--- src/logic/lenet_mac_pkg.sv ---
`default_nettype none

package lenet_mac_pkg;

    // ##########################################################
    // datapath widths
    // ##########################################################
    localparam int DATA_W   = 8;
    localparam int PROD_W   = 16;
    localparam int TAPS_MAX = 32;
    localparam int ADDR_W   = 5;
    localparam int LEN_W    = 6;
    localparam int SHIFT_W  = 4;
    localparam int ACC_W    = 24;

    // 32 taps at 4 bytes each for two memories need a 9-bit window.
    localparam int AXI_ADDR_W = 9;
    localparam int AXI_DATA_W = 32;

    // ##########################################################
    // register map
    // ##########################################################
    localparam logic [AXI_ADDR_W-1:0] REG_CTRL    = 9'h000;
    localparam logic [AXI_ADDR_W-1:0] REG_STATUS  = 9'h004;
    localparam logic [AXI_ADDR_W-1:0] REG_LEN     = 9'h008;
    localparam logic [AXI_ADDR_W-1:0] REG_SHIFT   = 9'h00C;
    localparam logic [AXI_ADDR_W-1:0] REG_RESULT  = 9'h010;
    localparam logic [AXI_ADDR_W-1:0] REG_ACC     = 9'h014;
    localparam logic [AXI_ADDR_W-1:0] WEIGHT_BASE = 9'h040;
    localparam logic [AXI_ADDR_W-1:0] ACT_BASE    = 9'h100;
    localparam logic [AXI_ADDR_W-1:0] OPER_SPAN   = 9'h080;

    localparam logic [1:0] RESP_OKAY   = 2'b00;
    localparam logic [1:0] RESP_SLVERR = 2'b10;

endpackage

`default_nettype wire

--- src/logic/approx_mult_8x8.sv ---
`default_nettype none

module approx_mult_8x8 (
    input  wire                              clk,
    input  wire                              rst_n,
    input  wire  [lenet_mac_pkg::DATA_W-1:0] x,
    input  wire  [lenet_mac_pkg::DATA_W-1:0] y,
    input  wire                              exact_mode,
    output logic [lenet_mac_pkg::PROD_W-1:0] prod
);

    wire [lenet_mac_pkg::DATA_W-1:0] pp [lenet_mac_pkg::DATA_W];

    wire [lenet_mac_pkg::PROD_W-1:0] row6;
    wire [lenet_mac_pkg::PROD_W-1:0] row7;
    wire [lenet_mac_pkg::PROD_W-1:0] np1;
    wire [lenet_mac_pkg::PROD_W-1:0] np2;
    wire [lenet_mac_pkg::PROD_W-1:0] np3;
    wire [lenet_mac_pkg::PROD_W-1:0] np4;
    wire [lenet_mac_pkg::PROD_W-1:0] np5;
    wire [lenet_mac_pkg::PROD_W-1:0] np6;
    wire [lenet_mac_pkg::PROD_W-1:0] approx;
    wire [lenet_mac_pkg::PROD_W-1:0] exact;

    // one partial-product row per weight bit.
    for (genvar i = 0; i < lenet_mac_pkg::DATA_W; i++) begin : g_pp
        assign pp[i] = y & {lenet_mac_pkg::DATA_W{x[i]}};
    end

    // ##########################################################
    // rows 7 and 8 kept exact
    // ##########################################################
    assign row6 = {2'b00, pp[6], 6'b000000};
    assign row7 = {1'b0, pp[7], 7'b0000000};

    // ##########################################################
    // rows 1 to 6 folded into six sparse vectors
    // ##########################################################
    assign np1 = {3'b000, pp[5][7], pp[4][6] & pp[5][5], pp[2][7] & pp[3][6],
                  pp[2][6] & pp[3][5], pp[1][7], pp[0][6] | pp[1][5],
                  pp[4][1] ^ pp[5][0], pp[2][2] & pp[3][1], pp[0][4] | pp[1][3],
                  4'b0000};

    assign np2 = {4'b0000, pp[4][7] & pp[5][6], pp[3][7], pp[2][7] | pp[3][6],
                  pp[2][6] ^ pp[3][5], pp[0][7] ^ pp[1][6], 2'b00, pp[4][0],
                  4'b0000};

    assign np3 = {4'b0000, pp[4][7] ^ pp[5][6], pp[4][6] ^ pp[5][5],
                  pp[4][4] & pp[5][3], 1'b0, pp[2][5] | pp[3][4], 7'b0000000};

    // only bits 7 and 9 survive in the last three.
    assign np4 = {6'b000000, pp[4][4] | pp[5][3], 1'b0, pp[4][2] | pp[5][1],
                  7'b0000000};
    assign np5 = {6'b000000, pp[4][5] & pp[5][4], 9'b000000000};
    assign np6 = {6'b000000, pp[4][5] | pp[5][4], 9'b000000000};

    assign approx = row6 + row7 + np1 + np2 + np3 + np4 + np5 + np6;
    assign exact  = x * y;

    always_ff @(posedge clk or negedge rst_n) begin
        if (!rst_n) begin
            prod <= '0;
        end else begin
            prod <= exact_mode ? exact : approx;
        end
    end

endmodule

`default_nettype wire

--- src/logic/lenet_mac_top.sv ---
`default_nettype none

module lenet_mac_top (
    input  wire                                  clk,
    input  wire                                  rst_n,
    input  wire  [lenet_mac_pkg::AXI_ADDR_W-1:0] awaddr,
    input  wire                                  awvalid,
    output logic                                 awready,
    input  wire  [lenet_mac_pkg::AXI_DATA_W-1:0] wdata,
    input  wire                                  wvalid,
    output logic                                 wready,
    output logic [1:0]                           bresp,
    output logic                                 bvalid,
    input  wire                                  bready,
    input  wire  [lenet_mac_pkg::AXI_ADDR_W-1:0] araddr,
    input  wire                                  arvalid,
    output logic                                 arready,
    output logic [lenet_mac_pkg::AXI_DATA_W-1:0] rdata,
    output logic [1:0]                           rresp,
    output logic                                 rvalid,
    input  wire                                  rready
);

    logic                                w_wr_en;
    logic                                a_wr_en;
    logic [lenet_mac_pkg::ADDR_W-1:0]    wr_addr;
    logic [lenet_mac_pkg::DATA_W-1:0]    wr_data;
    logic [lenet_mac_pkg::ADDR_W-1:0]    rd_addr;
    logic [lenet_mac_pkg::DATA_W-1:0]    weight;
    logic [lenet_mac_pkg::DATA_W-1:0]    act;
    logic [lenet_mac_pkg::PROD_W-1:0]    prod;
    logic                                tap_valid;
    logic                                last_tap;
    logic                                acc_clear;
    logic                                exact_mode;
    logic [lenet_mac_pkg::SHIFT_W-1:0]   shift;
    logic [lenet_mac_pkg::ACC_W-1:0]     acc;
    logic [lenet_mac_pkg::DATA_W-1:0]    result;
    logic                                acc_done;

    mac_ctrl u_ctrl (
        .clk        (clk),
        .rst_n      (rst_n),
        .awaddr     (awaddr),
        .awvalid    (awvalid),
        .awready    (awready),
        .wdata      (wdata),
        .wvalid     (wvalid),
        .wready     (wready),
        .bresp      (bresp),
        .bvalid     (bvalid),
        .bready     (bready),
        .araddr     (araddr),
        .arvalid    (arvalid),
        .arready    (arready),
        .rdata      (rdata),
        .rresp      (rresp),
        .rvalid     (rvalid),
        .rready     (rready),
        .acc_done   (acc_done),
        .result     (result),
        .acc        (acc),
        .w_wr_en    (w_wr_en),
        .a_wr_en    (a_wr_en),
        .wr_addr    (wr_addr),
        .wr_data    (wr_data),
        .rd_addr    (rd_addr),
        .tap_valid  (tap_valid),
        .last_tap   (last_tap),
        .acc_clear  (acc_clear),
        .exact_mode (exact_mode),
        .shift      (shift)
    );

    operand_ram u_weight_ram (
        .clk     (clk),
        .wr_en   (w_wr_en),
        .wr_addr (wr_addr),
        .wr_data (wr_data),
        .rd_addr (rd_addr),
        .rd_data (weight)
    );

    operand_ram u_act_ram (
        .clk     (clk),
        .wr_en   (a_wr_en),
        .wr_addr (wr_addr),
        .wr_data (wr_data),
        .rd_addr (rd_addr),
        .rd_data (act)
    );

    // weight selects the partial-product rows.
    approx_mult_8x8 u_mult (
        .clk        (clk),
        .rst_n      (rst_n),
        .x          (weight),
        .y          (act),
        .exact_mode (exact_mode),
        .prod       (prod)
    );

    mac_accum u_accum (
        .clk        (clk),
        .rst_n      (rst_n),
        .prod       (prod),
        .prod_valid (tap_valid),
        .prod_last  (last_tap),
        .acc_clear  (acc_clear),
        .shift      (shift),
        .acc        (acc),
        .result     (result),
        .acc_done   (acc_done)
    );

endmodule

`default_nettype wire

--- src/logic/mac_accum.sv ---
`default_nettype none

module mac_accum (
    input  wire                               clk,
    input  wire                               rst_n,
    input  wire  [lenet_mac_pkg::PROD_W-1:0]  prod,
    input  wire                               prod_valid,
    input  wire                               prod_last,
    input  wire                               acc_clear,
    input  wire  [lenet_mac_pkg::SHIFT_W-1:0] shift,
    output logic [lenet_mac_pkg::ACC_W-1:0]   acc,
    output logic [lenet_mac_pkg::DATA_W-1:0]  result,
    output logic                              acc_done
);

    logic [lenet_mac_pkg::ACC_W-1:0] shifted;

    always_ff @(posedge clk or negedge rst_n) begin
        if (!rst_n) begin
            acc      <= '0;
            acc_done <= 1'b0;
        end else begin
            acc_done <= prod_valid & prod_last;
            if (acc_clear) begin
                acc <= '0;
            end else if (prod_valid) begin
                acc <= acc + lenet_mac_pkg::ACC_W'(prod);
            end
        end
    end

    // scale down, then clamp to the 8-bit range.
    always_comb begin
        shifted = acc >> shift;
        if (|shifted[lenet_mac_pkg::ACC_W-1:lenet_mac_pkg::DATA_W]) begin
            result = '1;
        end else begin
            result = shifted[lenet_mac_pkg::DATA_W-1:0];
        end
    end

    // the clear pulse always precedes the first product of a run.
    a_clear_vs_add: assert property (@(posedge clk) disable iff (!rst_n)
        !(acc_clear && prod_valid));

endmodule

`default_nettype wire

--- src/logic/mac_ctrl.sv ---
`default_nettype none

module mac_ctrl (
    input  wire                                  clk,
    input  wire                                  rst_n,
    input  wire  [lenet_mac_pkg::AXI_ADDR_W-1:0] awaddr,
    input  wire                                  awvalid,
    output logic                                 awready,
    input  wire  [lenet_mac_pkg::AXI_DATA_W-1:0] wdata,
    input  wire                                  wvalid,
    output logic                                 wready,
    output logic [1:0]                           bresp,
    output logic                                 bvalid,
    input  wire                                  bready,
    input  wire  [lenet_mac_pkg::AXI_ADDR_W-1:0] araddr,
    input  wire                                  arvalid,
    output logic                                 arready,
    output logic [lenet_mac_pkg::AXI_DATA_W-1:0] rdata,
    output logic [1:0]                           rresp,
    output logic                                 rvalid,
    input  wire                                  rready,
    input  wire                                  acc_done,
    input  wire  [lenet_mac_pkg::DATA_W-1:0]     result,
    input  wire  [lenet_mac_pkg::ACC_W-1:0]      acc,
    output logic                                 w_wr_en,
    output logic                                 a_wr_en,
    output logic [lenet_mac_pkg::ADDR_W-1:0]     wr_addr,
    output logic [lenet_mac_pkg::DATA_W-1:0]     wr_data,
    output logic [lenet_mac_pkg::ADDR_W-1:0]     rd_addr,
    output logic                                 tap_valid,
    output logic                                 last_tap,
    output logic                                 acc_clear,
    output logic                                 exact_mode,
    output logic [lenet_mac_pkg::SHIFT_W-1:0]    shift
);

    logic                                 wr_ready;
    logic                                 wr_hs;
    logic                                 rd_hs;
    logic                                 w_hit;
    logic                                 a_hit;
    logic                                 start_go;
    logic                                 busy;
    logic                                 done;
    logic                                 issue;
    logic                                 issue_last;
    logic [lenet_mac_pkg::LEN_W-1:0]      len;
    logic [lenet_mac_pkg::ADDR_W-1:0]     last_idx;
    logic [lenet_mac_pkg::AXI_ADDR_W-1:0] w_off;
    logic [lenet_mac_pkg::AXI_ADDR_W-1:0] a_off;
    logic [lenet_mac_pkg::AXI_DATA_W-1:0] rd_mux;
    logic [1:0]                           valid_pipe;
    logic [1:0]                           last_pipe;

    function automatic logic reg_hit(input logic [lenet_mac_pkg::AXI_ADDR_W-1:0] addr);
        return addr inside {lenet_mac_pkg::REG_CTRL, lenet_mac_pkg::REG_STATUS,
                            lenet_mac_pkg::REG_LEN, lenet_mac_pkg::REG_SHIFT,
                            lenet_mac_pkg::REG_RESULT, lenet_mac_pkg::REG_ACC};
    endfunction

    assign awready = wr_ready;
    assign wready  = wr_ready;
    assign wr_hs   = wr_ready & awvalid & wvalid;
    assign rd_hs   = arready & arvalid;

    // operand windows, word aligned.
    assign w_off = awaddr - lenet_mac_pkg::WEIGHT_BASE;
    assign a_off = awaddr - lenet_mac_pkg::ACT_BASE;
    assign w_hit = (w_off < lenet_mac_pkg::OPER_SPAN) && (w_off[1:0] == 2'b00);
    assign a_hit = (a_off < lenet_mac_pkg::OPER_SPAN) && (a_off[1:0] == 2'b00);

    // start while busy is acked but dropped.
    assign start_go   = wr_hs && (awaddr == lenet_mac_pkg::REG_CTRL) && wdata[0] && !busy;
    assign last_idx   = len[lenet_mac_pkg::ADDR_W-1:0] - 1'b1;
    assign issue_last = issue && (rd_addr == last_idx);

    // ##########################################################
    // write channel and register file
    // ##########################################################
    always_ff @(posedge clk or negedge rst_n) begin
        if (!rst_n) begin
            wr_ready   <= 1'b0;
            bvalid     <= 1'b0;
            w_wr_en    <= 1'b0;
            a_wr_en    <= 1'b0;
            exact_mode <= 1'b0;
            len        <= lenet_mac_pkg::LEN_W'(1);
            shift      <= '0;
        end else begin
            wr_ready <= awvalid && wvalid && !wr_ready && !bvalid;
            w_wr_en  <= wr_hs && w_hit;
            a_wr_en  <= wr_hs && a_hit;
            if (wr_hs) begin
                bvalid <= 1'b1;
            end else if (bready) begin
                bvalid <= 1'b0;
            end
            if (wr_hs) begin
                case (awaddr)
                    lenet_mac_pkg::REG_CTRL:  exact_mode <= wdata[1];
                    lenet_mac_pkg::REG_LEN:   len <= wdata[lenet_mac_pkg::LEN_W-1:0];
                    lenet_mac_pkg::REG_SHIFT: shift <= wdata[lenet_mac_pkg::SHIFT_W-1:0];
                    default: ;
                endcase
            end
        end
    end

    always_ff @(posedge clk) begin
        if (wr_hs) begin
            wr_addr <= w_hit ? w_off[lenet_mac_pkg::ADDR_W+1:2]
                             : a_off[lenet_mac_pkg::ADDR_W+1:2];
            wr_data <= wdata[lenet_mac_pkg::DATA_W-1:0];
            bresp   <= (reg_hit(awaddr) || w_hit || a_hit) ? lenet_mac_pkg::RESP_OKAY
                                                           : lenet_mac_pkg::RESP_SLVERR;
        end
        if (rd_hs) begin
            rdata <= rd_mux;
            rresp <= reg_hit(araddr) ? lenet_mac_pkg::RESP_OKAY : lenet_mac_pkg::RESP_SLVERR;
        end
    end

    // ##########################################################
    // read channel
    // ##########################################################
    always_comb begin
        rd_mux = '0;
        case (araddr)
            lenet_mac_pkg::REG_CTRL:   rd_mux[1] = exact_mode;
            lenet_mac_pkg::REG_STATUS: rd_mux[1:0] = {done, busy};
            lenet_mac_pkg::REG_LEN:    rd_mux[lenet_mac_pkg::LEN_W-1:0] = len;
            lenet_mac_pkg::REG_SHIFT:  rd_mux[lenet_mac_pkg::SHIFT_W-1:0] = shift;
            lenet_mac_pkg::REG_RESULT: rd_mux[lenet_mac_pkg::DATA_W-1:0] = result;
            lenet_mac_pkg::REG_ACC:    rd_mux[lenet_mac_pkg::ACC_W-1:0] = acc;
            default:                   rd_mux = '0;
        endcase
    end

    always_ff @(posedge clk or negedge rst_n) begin
        if (!rst_n) begin
            arready <= 1'b0;
            rvalid  <= 1'b0;
        end else begin
            arready <= arvalid && !arready && !rvalid;
            if (rd_hs) begin
                rvalid <= 1'b1;
            end else if (rready) begin
                rvalid <= 1'b0;
            end
        end
    end

    // ##########################################################
    // tap sequencer
    // ##########################################################
    always_ff @(posedge clk or negedge rst_n) begin
        if (!rst_n) begin
            busy       <= 1'b0;
            done       <= 1'b0;
            issue      <= 1'b0;
            rd_addr    <= '0;
            acc_clear  <= 1'b0;
            valid_pipe <= '0;
            last_pipe  <= '0;
        end else begin
            acc_clear  <= start_go;
            valid_pipe <= {valid_pipe[0], issue};
            last_pipe  <= {last_pipe[0], issue_last};
            if (start_go) begin
                busy    <= 1'b1;
                done    <= 1'b0;
                issue   <= 1'b1;
                rd_addr <= '0;
            end else begin
                if (issue_last) begin
                    issue <= 1'b0;
                end else if (issue) begin
                    rd_addr <= rd_addr + 1'b1;
                end
                if (acc_done) begin
                    busy <= 1'b0;
                    done <= 1'b1;
                end
            end
        end
    end

    // ram read plus product register.
    assign tap_valid = valid_pipe[1];
    assign last_tap  = last_pipe[1];

    a_bvalid_hold: assert property (@(posedge clk) disable iff (!rst_n)
        bvalid && !bready |=> bvalid);

    a_tap_in_run: assert property (@(posedge clk) disable iff (!rst_n)
        tap_valid |-> busy);

endmodule

`default_nettype wire

--- src/logic/operand_ram.sv ---
`default_nettype none

module operand_ram (
    input  wire                              clk,
    input  wire                              wr_en,
    input  wire  [lenet_mac_pkg::ADDR_W-1:0] wr_addr,
    input  wire  [lenet_mac_pkg::DATA_W-1:0] wr_data,
    input  wire  [lenet_mac_pkg::ADDR_W-1:0] rd_addr,
    output logic [lenet_mac_pkg::DATA_W-1:0] rd_data
);

    logic [lenet_mac_pkg::DATA_W-1:0] mem [lenet_mac_pkg::TAPS_MAX];

    always_ff @(posedge clk) begin
        if (wr_en) begin
            mem[wr_addr] <= wr_data;
        end
    end

    // read data lands one cycle after the address.
    always_ff @(posedge clk) begin
        rd_data <= mem[rd_addr];
    end

endmodule

`default_nettype wire
--- config.mk ---
export PLATFORM = sky130hd
export DESIGN_NAME = lenet_mac_top
export DESIGN_NICKNAME = d
export VERILOG_FILES = /design/src/logic/lenet_mac_pkg.sv /design/src/logic/approx_mult_8x8.sv /design/src/logic/lenet_mac_top.sv /design/src/logic/mac_accum.sv /design/src/logic/mac_ctrl.sv /design/src/logic/operand_ram.sv
export SDC_FILE = /design/constraint.sdc
export NUM_CORES = 1
export LEC_CHECK = 0
export ABC_CLOCK_PERIOD_IN_PS = 12000
export BUFFER_PORTS_ARGS = -buffer_cell sky130_fd_sc_hd__buf_2
export CAP_MARGIN = 20
export CORE_MARGIN = 4
export CORE_UTILIZATION = 35
export CTS_BUF_LIST = sky130_fd_sc_hd__clkbuf_4 sky130_fd_sc_hd__clkbuf_8
export DETAILED_ROUTE_END_ITERATION = 16
export PLACE_DENSITY = 0.59
export SYNTH_ARGS = -nofsm -noshare
export SYNTH_HDL_FRONTEND = slang
export SYNTH_SLANG_ARGS = --single-unit
--- constraint.sdc ---
create_clock -name clk -period 12 [get_ports clk]
set_input_delay 2.4 -clock clk [delete_from_list [all_inputs] [get_ports clk]]
set_output_delay 2.4 -clock clk [all_outputs]
set_load 0.03 [all_outputs]
== Word level (Yosys, flattened, before mapping) ==
Memories as Yosys holds them, arrays and structs flattened. A register that Yosys moved wholly into a read port is not among the register bits.
Cells that the tools add are included.
Cells by class
  shifts and indexed selects: 1
  reductions and logical operators: 37
  eq/ne operators: 12
  add/sub/neg operators: 12
  bitwise operators: 31
  multiplexer cells: 29
  $lt $le $gt $ge: 2
  $mul: 1
Operators with widths (number)
  $and 8x8->8: 8
  $add 16x10->16: 3
  $mux 24: 2
  $eq 9x4->1 const B: 4
  $eq 9x5->1 const B: 4
  $add 16x12->16: 2
  $add 24x16->24: 1
  $shr 24x4->24: 1
  $mux 5: 4
  $eq 9x3->1 const B: 2
  $logic_not 9->1: 2
  $lt 9x8->1 const B: 2
  $add 14x15->16: 1
  $add 16x13->16: 1
  $mul 8x8->16: 1
  $mux 16: 1
  $reduce_or 16->1: 1
  $mux 1: 14
  $logic_and 1x1->1: 13
  $reduce_bool 2->1: 6
  $reduce_bool 6->1: 2
  $and 1x1->1: 11
  $sub 9x7->9 const B: 1
  $sub 9x9->9 const B: 1
  17 further kinds: 37
Storage, ports and cells
  logic and storage cells: 152
  bits of input ports: 57
  memories: 2
  register bits after elaboration: 112
  memory bits (writable): 512
  output and inout port bits: 41
Memory list
  u_act_ram.mem: words 32, bits a word 8, rd ports 1, clocked after Yosys merged registers in 1, wr ports 1, RTL line operand_ram.sv:12  | logic [lenet_mac_pkg::DATA_W-1:0] mem [lenet_mac_pkg::TAPS_MAX];
  u_weight_ram.mem: words 32, bits a word 8, rd ports 1, clocked after Yosys merged registers in 1, wr ports 1, RTL line operand_ram.sv:12

== Depth between registers and ports, before layout ==
  depth in word-level cells: 9
  depth in mapped cells: 20
  gate-level depth less buffers: 19

== Hierarchy ==
A second synthesis with hierarchy kept.
Unflattened totals
  cell total of the unflattened synthesis: 1849
  area total of the unflattened synthesis: 29892.4 µm²
By module, submodules not included
  operand_ram: cells an instance 417, instances 2, area each 10053.4 µm², seq. area each 7847.5 µm²
  approx_mult_8x8: cells an instance 419, instances 1, area each 3788.6 µm², seq. area each 400.4 µm²
  mac_ctrl: cells an instance 231, instances 1, area each 3030.4 µm², seq. area each 1923.1 µm²
  mac_accum: cells an instance 365, instances 1, area each 2966.6 µm², seq. area each 625.6 µm²

== Worst setup path after synthesis ==
OpenSTA, ideal clock, no wires.
  path type: register -> register
  start point: register u_weight_ram.rd_data[5] (netlist name) (read register of u_weight_ram.mem)
  end point: register u_mult.prod[15] (netlist name)
  clock period less this slack: 4.309 ns
  setup time: 0.094 ns
  arrival time: 4.215 ns
  path slack: 7.691 ns
  required time: 11.906 ns
  stages on the path, launching flop included: 21
  path buffers: 1
  path through: dfxtp_1 > clkbuf_1 > nand2_1 > inv_1 > ha_1 > fa_1 > inv_1 > fa_1 > inv_1 > fa_1 > inv_1 > fa_1 > inv_1 > ha_1 > nand3_1 > a211oi_1 > a21o_1 > a21oi_1 > xnor2_1 > mux2i_1 > a211oi_1
On the way
  cells in the longest elaborated chain, start to end: 9
  elaborated cells between the ends (all ways): 19
  those cells by class: add/sub (6); mul (1); mux (1); bitwise (11)
RTL lines
  from (decl): RTL line operand_ram.sv:9  | output logic [lenet_mac_pkg::DATA_W-1:0] rd_data
  $and 8x8->8: RTL line approx_mult_8x8.sv:27  | assign pp[i] = y & {lenet_mac_pkg::DATA_W{x[i]}};
  $xor 1x1->1 / $and 1x1->1 (equally long branches): RTL line approx_mult_8x8.sv:41, approx_mult_8x8.sv:39
  $add 16x13->16: RTL line approx_mult_8x8.sv:57  | assign approx = row6 + row7 + np1 + np2 + np3 + np4 + np5 + np6;
  $add 16x12->16 (2 in a row): RTL line approx_mult_8x8.sv:57
  $add 16x10->16 (3 in a row): RTL line approx_mult_8x8.sv:57
  $mux 16 (*): RTL line approx_mult_8x8.sv:64  | prod <= exact_mode ? exact : approx;
  to (signal assigned): RTL line approx_mult_8x8.sv:64
  to (decl): RTL line approx_mult_8x8.sv:9  | output logic [lenet_mac_pkg::PROD_W-1:0] prod
Every way passes the cells marked *; elsewhere a longest branch is shown, timed or not.
A chain may end at the register's enable or synchronous reset.

== Worst setup path after layout ==
  start point: register u_act_ram.rd_data[7] (netlist name) (read register of u_act_ram.mem)
  end point: register u_mult.prod[15] (netlist name)
On the way
  cells in the longest elaborated chain, start to end: 9
  elaborated cells between the ends (all ways): 22
  those cells by class: add/sub (7); mul (1); mux (1); bitwise (13)
RTL lines (RTL line)
  from (decl): operand_ram.sv:9
  $and 8x8->8: approx_mult_8x8.sv:27
  $add 14x15->16 / $and 1x1->1 (equally long branches): approx_mult_8x8.sv:57, approx_mult_8x8.sv:39
  $add 16x13->16: approx_mult_8x8.sv:57
  $add 16x12->16 (2 in a row): approx_mult_8x8.sv:57
  $add 16x10->16 (3 in a row): approx_mult_8x8.sv:57
  $mux 16 (*): approx_mult_8x8.sv:64
Marked as above.

==> tab_implementation.tex <==
\begin{tabular}{lr}
\hline
Metric & Value \\
\hline
\multicolumn{2}{l}{\textbf{Logic synthesis}} \\
Area leader, netlist & edfxtp\_1 \\
Post-synthesis sequential area ratio & 0.6373 \\
Mean Syn Cell Area & $\sim$17 um2 \\
Post-synth EDFFs & 551 \\
Synth Warn \# & 0 \\
Summed instance area of the synthesized netlist & 29,260 um2 \\
Unique masters post-synth & 77 \\
Asr flop ratio synth & 0.1113 \\
Main combinational cell family by area after synthesis & multiplexers \\
Leading cell type by number of instances after synthesis & edfxtp\_1 \\
Post-synthesis share of cell area spent on and, or, nand and nor gates & 0.05791 \\
Post-synthesis adder-cell area fraction & 0.07612 \\
Fraction of the mapped netlist area in compound gates & 0.03601 \\
Synthesized instance count & 1,739 \\
Most used flip-flop cell after synthesis & edfxtp\_1 \\
Area share of the largest cell type after synthesis & 0.5655 \\
Most common library cells after synthesis & 551 x edfxtp\_1, 169 x mux4\_2, 115 x inv\_1, 115 x nor2\_1, 90 x ha\_1 \\
Post-synthesis xor/xnor area fraction & 0.01048 \\
Register bit total from synthesis & 638 \\
Ranking of synthesized cells by area & edfxtp\_1 57\%, mux4\_2 13\%, dfrtp\_1 6.0\%, ha\_1 3.8\%, fa\_1 3.8\% \\
Share of synthesized area spent on multiplexers & 0.1531 \\
\multicolumn{2}{l}{\textbf{Drt}} \\
Detailed-route via count & 15,510 \\
Iteration count of the initial detailed-routing pass & 5 \\
Remaining antenna violation count after routing & 0 \\
Ratio of routed vias to standard cells & 5.152 \\
Total DRC errors in the routed layout & 0 \\
Total Wirelength & 62.39 mm \\
Detailed Route Iter0 Violations & 978 \\
Routed length per instance & around 21 um \\
\multicolumn{2}{l}{\textbf{Critical path}} \\
Largest delay contributor family on the critical path & adder cells \\
Critical-path maximum fanout & 8 \\
Number of buffers and inverters on the critical path & 4 \\
Type of origin of the critical path & register \\
FF-to-FF Start & u\_act\_ram.rd\_data[7] \\
Critical Setup Path Class & reg -> reg \\
R2R cell count & 18 \\
Register-to-register setup slack & 7.28 ns \\
Critical Path End Type & register \\
Peak per-stage delay on the critical path & 0.53 ns \\
Max stage delay cell, worst path & fa\_1 \\
Data arrival time of the critical path & 5.30 ns \\
Worst path required time & around 13 ns \\
Worst R2R End & u\_mult.prod[15] \\
Worst Setup SP & u\_act\_ram.rd\_data[7] \\
Ordered list of cells on the worst path & and2\_1 -> inv\_1 -> ha\_1 -> fa\_1 -> inv\_1 -> fa\_1 -> fa\_1 -> inv\_1 -> fa\_1 -> inv\_1 -> ha\_1 -> nand3\_1 -> a211oi\_1 -> a21o\_1 -> a21oi\_1 -> xnor2\_1 -> mux2i\_1 -> a211oi\_1 \\
\multicolumn{2}{l}{\textbf{Placed design}} \\
Final Wtd Congestion & 0.8211 \\
DP HPWL & a little under 40 mm \\
Number of buffers inserted by port buffering & 63 \\
Post-placement setup slack & 7.080 ns \\
\multicolumn{2}{l}{\textbf{Clock tree}} \\
CTS tree & built \\
Post-cts repair resize count & 0 \\
\# Post-CTS Setup Buffers & 0 \\
Post-cts hold buffer count & 0 \\
CTS Sinks & 638 \\
Num CTS Buffers & 100 \\
Clock latency on the worst-skew pair & 0.72 ns \\
Clock tree buffer depth & 3 \\
Clk root buf & clkbuf\_8 \\
Clock Pin Slew Worst Setup and Hold Paths & $\sim$0.080 ns \\
Number of H-tree levels & 3 \\
\multicolumn{2}{l}{\textbf{Floorplan}} \\
DIE WIDTH & 297.1 um \\
Y dimension of the die & 297.1 um \\
Initial core utilization & 0.3546 \\
Top Ports & between 90 and 100 \\
Std cell rows & 105 \\
Die Footprint & 88,280 um2 \\
Core area & 82,500 um2 \\
\multicolumn{2}{l}{\textbf{Layout}} \\
Growth of design area from synthesis to finish & 12.02\% \\
Fill cell count & 7,488 \\
Core utilization of the finished layout & 0.3972 \\
Sequential Area & 18,650 um2 \\
Area of the multi-input gates & 9797 um2 \\
Total Nets Final & between 2,000 and 2,500 \\
Share of final-layout standard cells stronger than drive strength 1 & 0.2412 \\
\multicolumn{2}{l}{\textbf{Timing}} \\
Worst slew margin relative to its limit & 0.2978 \\
Final number of setup-violating endpoints & 0 \\
Pins over their slew limit & 0 \\
Post-layout minimum cycle time & 4.724 ns \\
Setup repair after global routing missed its margin & false \\
Final hold slack & approximately 0.35 ns \\
Upper clock frequency limit & 211.7 MHz \\
Setup WS post-layout & roughly 7.3 ns \\
Setup Skew & 0.06897 ns \\
Transition at the pin with the smallest max-transition slack & around 1.1 ns \\
Count of endpoints failing hold in the final timing report & 0 \\
Tcrit/Tclk final & 0.3937 \\
Total negative slack & 0 ns \\
\multicolumn{2}{l}{\textbf{GRT}} \\
Global-route total usage across every layer & 0.1407 \\
Wire length of the first global-routing pass & 96.97 mm \\
Total congestion overflow after global routing & 0 \\
Maximum number of pins on one net before global-route repair & 72 \\
Vias in the first global route & around 16,000 \\
Initial antenna violation count & 2 \\
\multicolumn{2}{l}{\textbf{Min path}} \\
Worst hold path depth & 0 \\
Hold Path Class & reg -> reg \\
Startpoint of the lowest-slack hold path & u\_ctrl.last\_pipe[0] \\
Hold path endpoint & u\_ctrl.last\_pipe[1] \\
\multicolumn{2}{l}{\textbf{Pwr}} \\
PD cells & around 190 nW/um2 \\
Peak supply drop & 0.0001761 V \\
Leak Pwr & 11.94 nW \\
\multicolumn{2}{l}{\textbf{Outcome}} \\
Outcome & finished clean \\
\multicolumn{2}{l}{\textbf{Flow run}} \\
Max-cap viol count & 0 \\
\hline
\end{tabular}
[state kept, by name (all words and copies together), names as in the netlist, 2 cells and up]
| signal | cells |
|---|---|
| u_ctrl.rdata | 24 |
| u_weight_ram.rd_data | 8 |
| u_ctrl.last_pipe | 2 |
| u_ctrl.valid_pipe | 2 |
| u_ctrl.rd_addr | 5 |
| u_act_ram.mem | 256 |
| u_ctrl.wr_data | 8 |
| u_accum.acc | 24 |
| u_weight_ram.mem | 256 |
| u_mult.prod | 16 |
| u_ctrl.shift | 4 |
| u_ctrl.wr_addr | 5 |
| u_act_ram.rd_data | 8 |
| u_ctrl.len | 6 |
[layout by cell type, fill, tap and decap left out, types with 8 or more instances in the layout]
cell / count
a31oi_1: 8
o21ai_0: 26
nor2_1: 115
xor2_1: 13
clkinv_1: 27
inv_1: 115
clkbuf_4: 35
ha_1: 90
dfrtp_1: 67
buf_4: 21
nand2_1: 67
mux2_2: 34
mux2i_1: 21
clkbuf_8: 106
a21oi_1: 45
clkinv_2: 12
nor3_1: 15
mux4_2: 169
a211oi_1: 10
or4_1: 8
dfxtp_1: 16
buf_2: 62
and2_1: 51
fa_1: 55
conb_1: 10
nor2b_1: 9
nand2b_1: 9
nand3_1: 14
or3_1: 10
edfxtp_1: 551
a21o_1: 16
xnor2_1: 22
[cells by family (layout without fill, tap and decap cells)]
| kind of cell | count (synthesis) | after routing |
|---|---|---|
| xor+xnor | 35 | 35 |
| compound gates | 159 | 159 |
| flops | 638 | 638 |
| fa+ha+maj | 145 | 145 |
| other cells | 1 | 11 |
| buf+inv | 197 | 389 |
| mux | 227 | 227 |
| simple gates | 337 | 337 |
[metrics by stage]
step           total power, mW  instances  area (um2)
6_report                 6.169       3011       32770
4_1_cts                  6.248       3009       32760
5_1_grt                  6.606       3011       32770
3_5_place_dp             4.374       2819       30690
2_1_floorplan            3.952       1748       29290
3_3_place_gp             4.355       2819       30690
[power by group]
group | switching (mW) | leakage [nW] | internal (mW)
registers | 0.0572 | 6.03 | 2.44
logic | 0.991 | 4.82 | 0.823
clock network | 0.873 | 1.09 | 0.987
total | 1.92 | 11.9 | 4.25
[routing by layer]
layer	vias up	wire length, um	track usage
met4	0	1355	0.04304
met3	109	2597	0.02248
met5	-	0	0
met2	374	31450	0.2368
li1	6944	-	-
met1	8085	26990	0.1888
[worst max-delay path by stage]
stage	cells past startpoint	slack (ns)	end
after floorplan	20	7.69	u_mult.prod[15]
after global routing	18	6.93	u_mult.prod[15]
after detailed placement	6	7.08	u_ctrl.rdata[4]
after global placement	6	7.09	u_ctrl.rdata[4]
after CTS	18	7.21	u_mult.prod[15]
final	18	7.28	u_mult.prod[15]
[worst reg2reg max path, stage by stage, from the launching register on]
cell	delay (ns)
dfxtp_1	0.50
and2_1	0.24
inv_1	0.07
ha_1	0.20
fa_1	0.50
inv_1	0.05
fa_1	0.45
fa_1	0.53
inv_1	0.05
fa_1	0.47
inv_1	0.04
ha_1	0.33
nand3_1	0.10
a211oi_1	0.33
a21o_1	0.18
a21oi_1	0.07
xnor2_1	0.18
mux2i_1	0.09
a211oi_1	0.21
[final cells by class]
cell class,instances,area share
flip-flops and latches,638,0.5691
multi-input cells,913,0.2989
clock buffers,141,0.05253
well taps,1070,0.04085
repair buffers,84,0.01474
inverters,115,0.01317
clock inverters,49,0.01057
diodes,1,0.00007635
(Power assumes the default switching activity.)
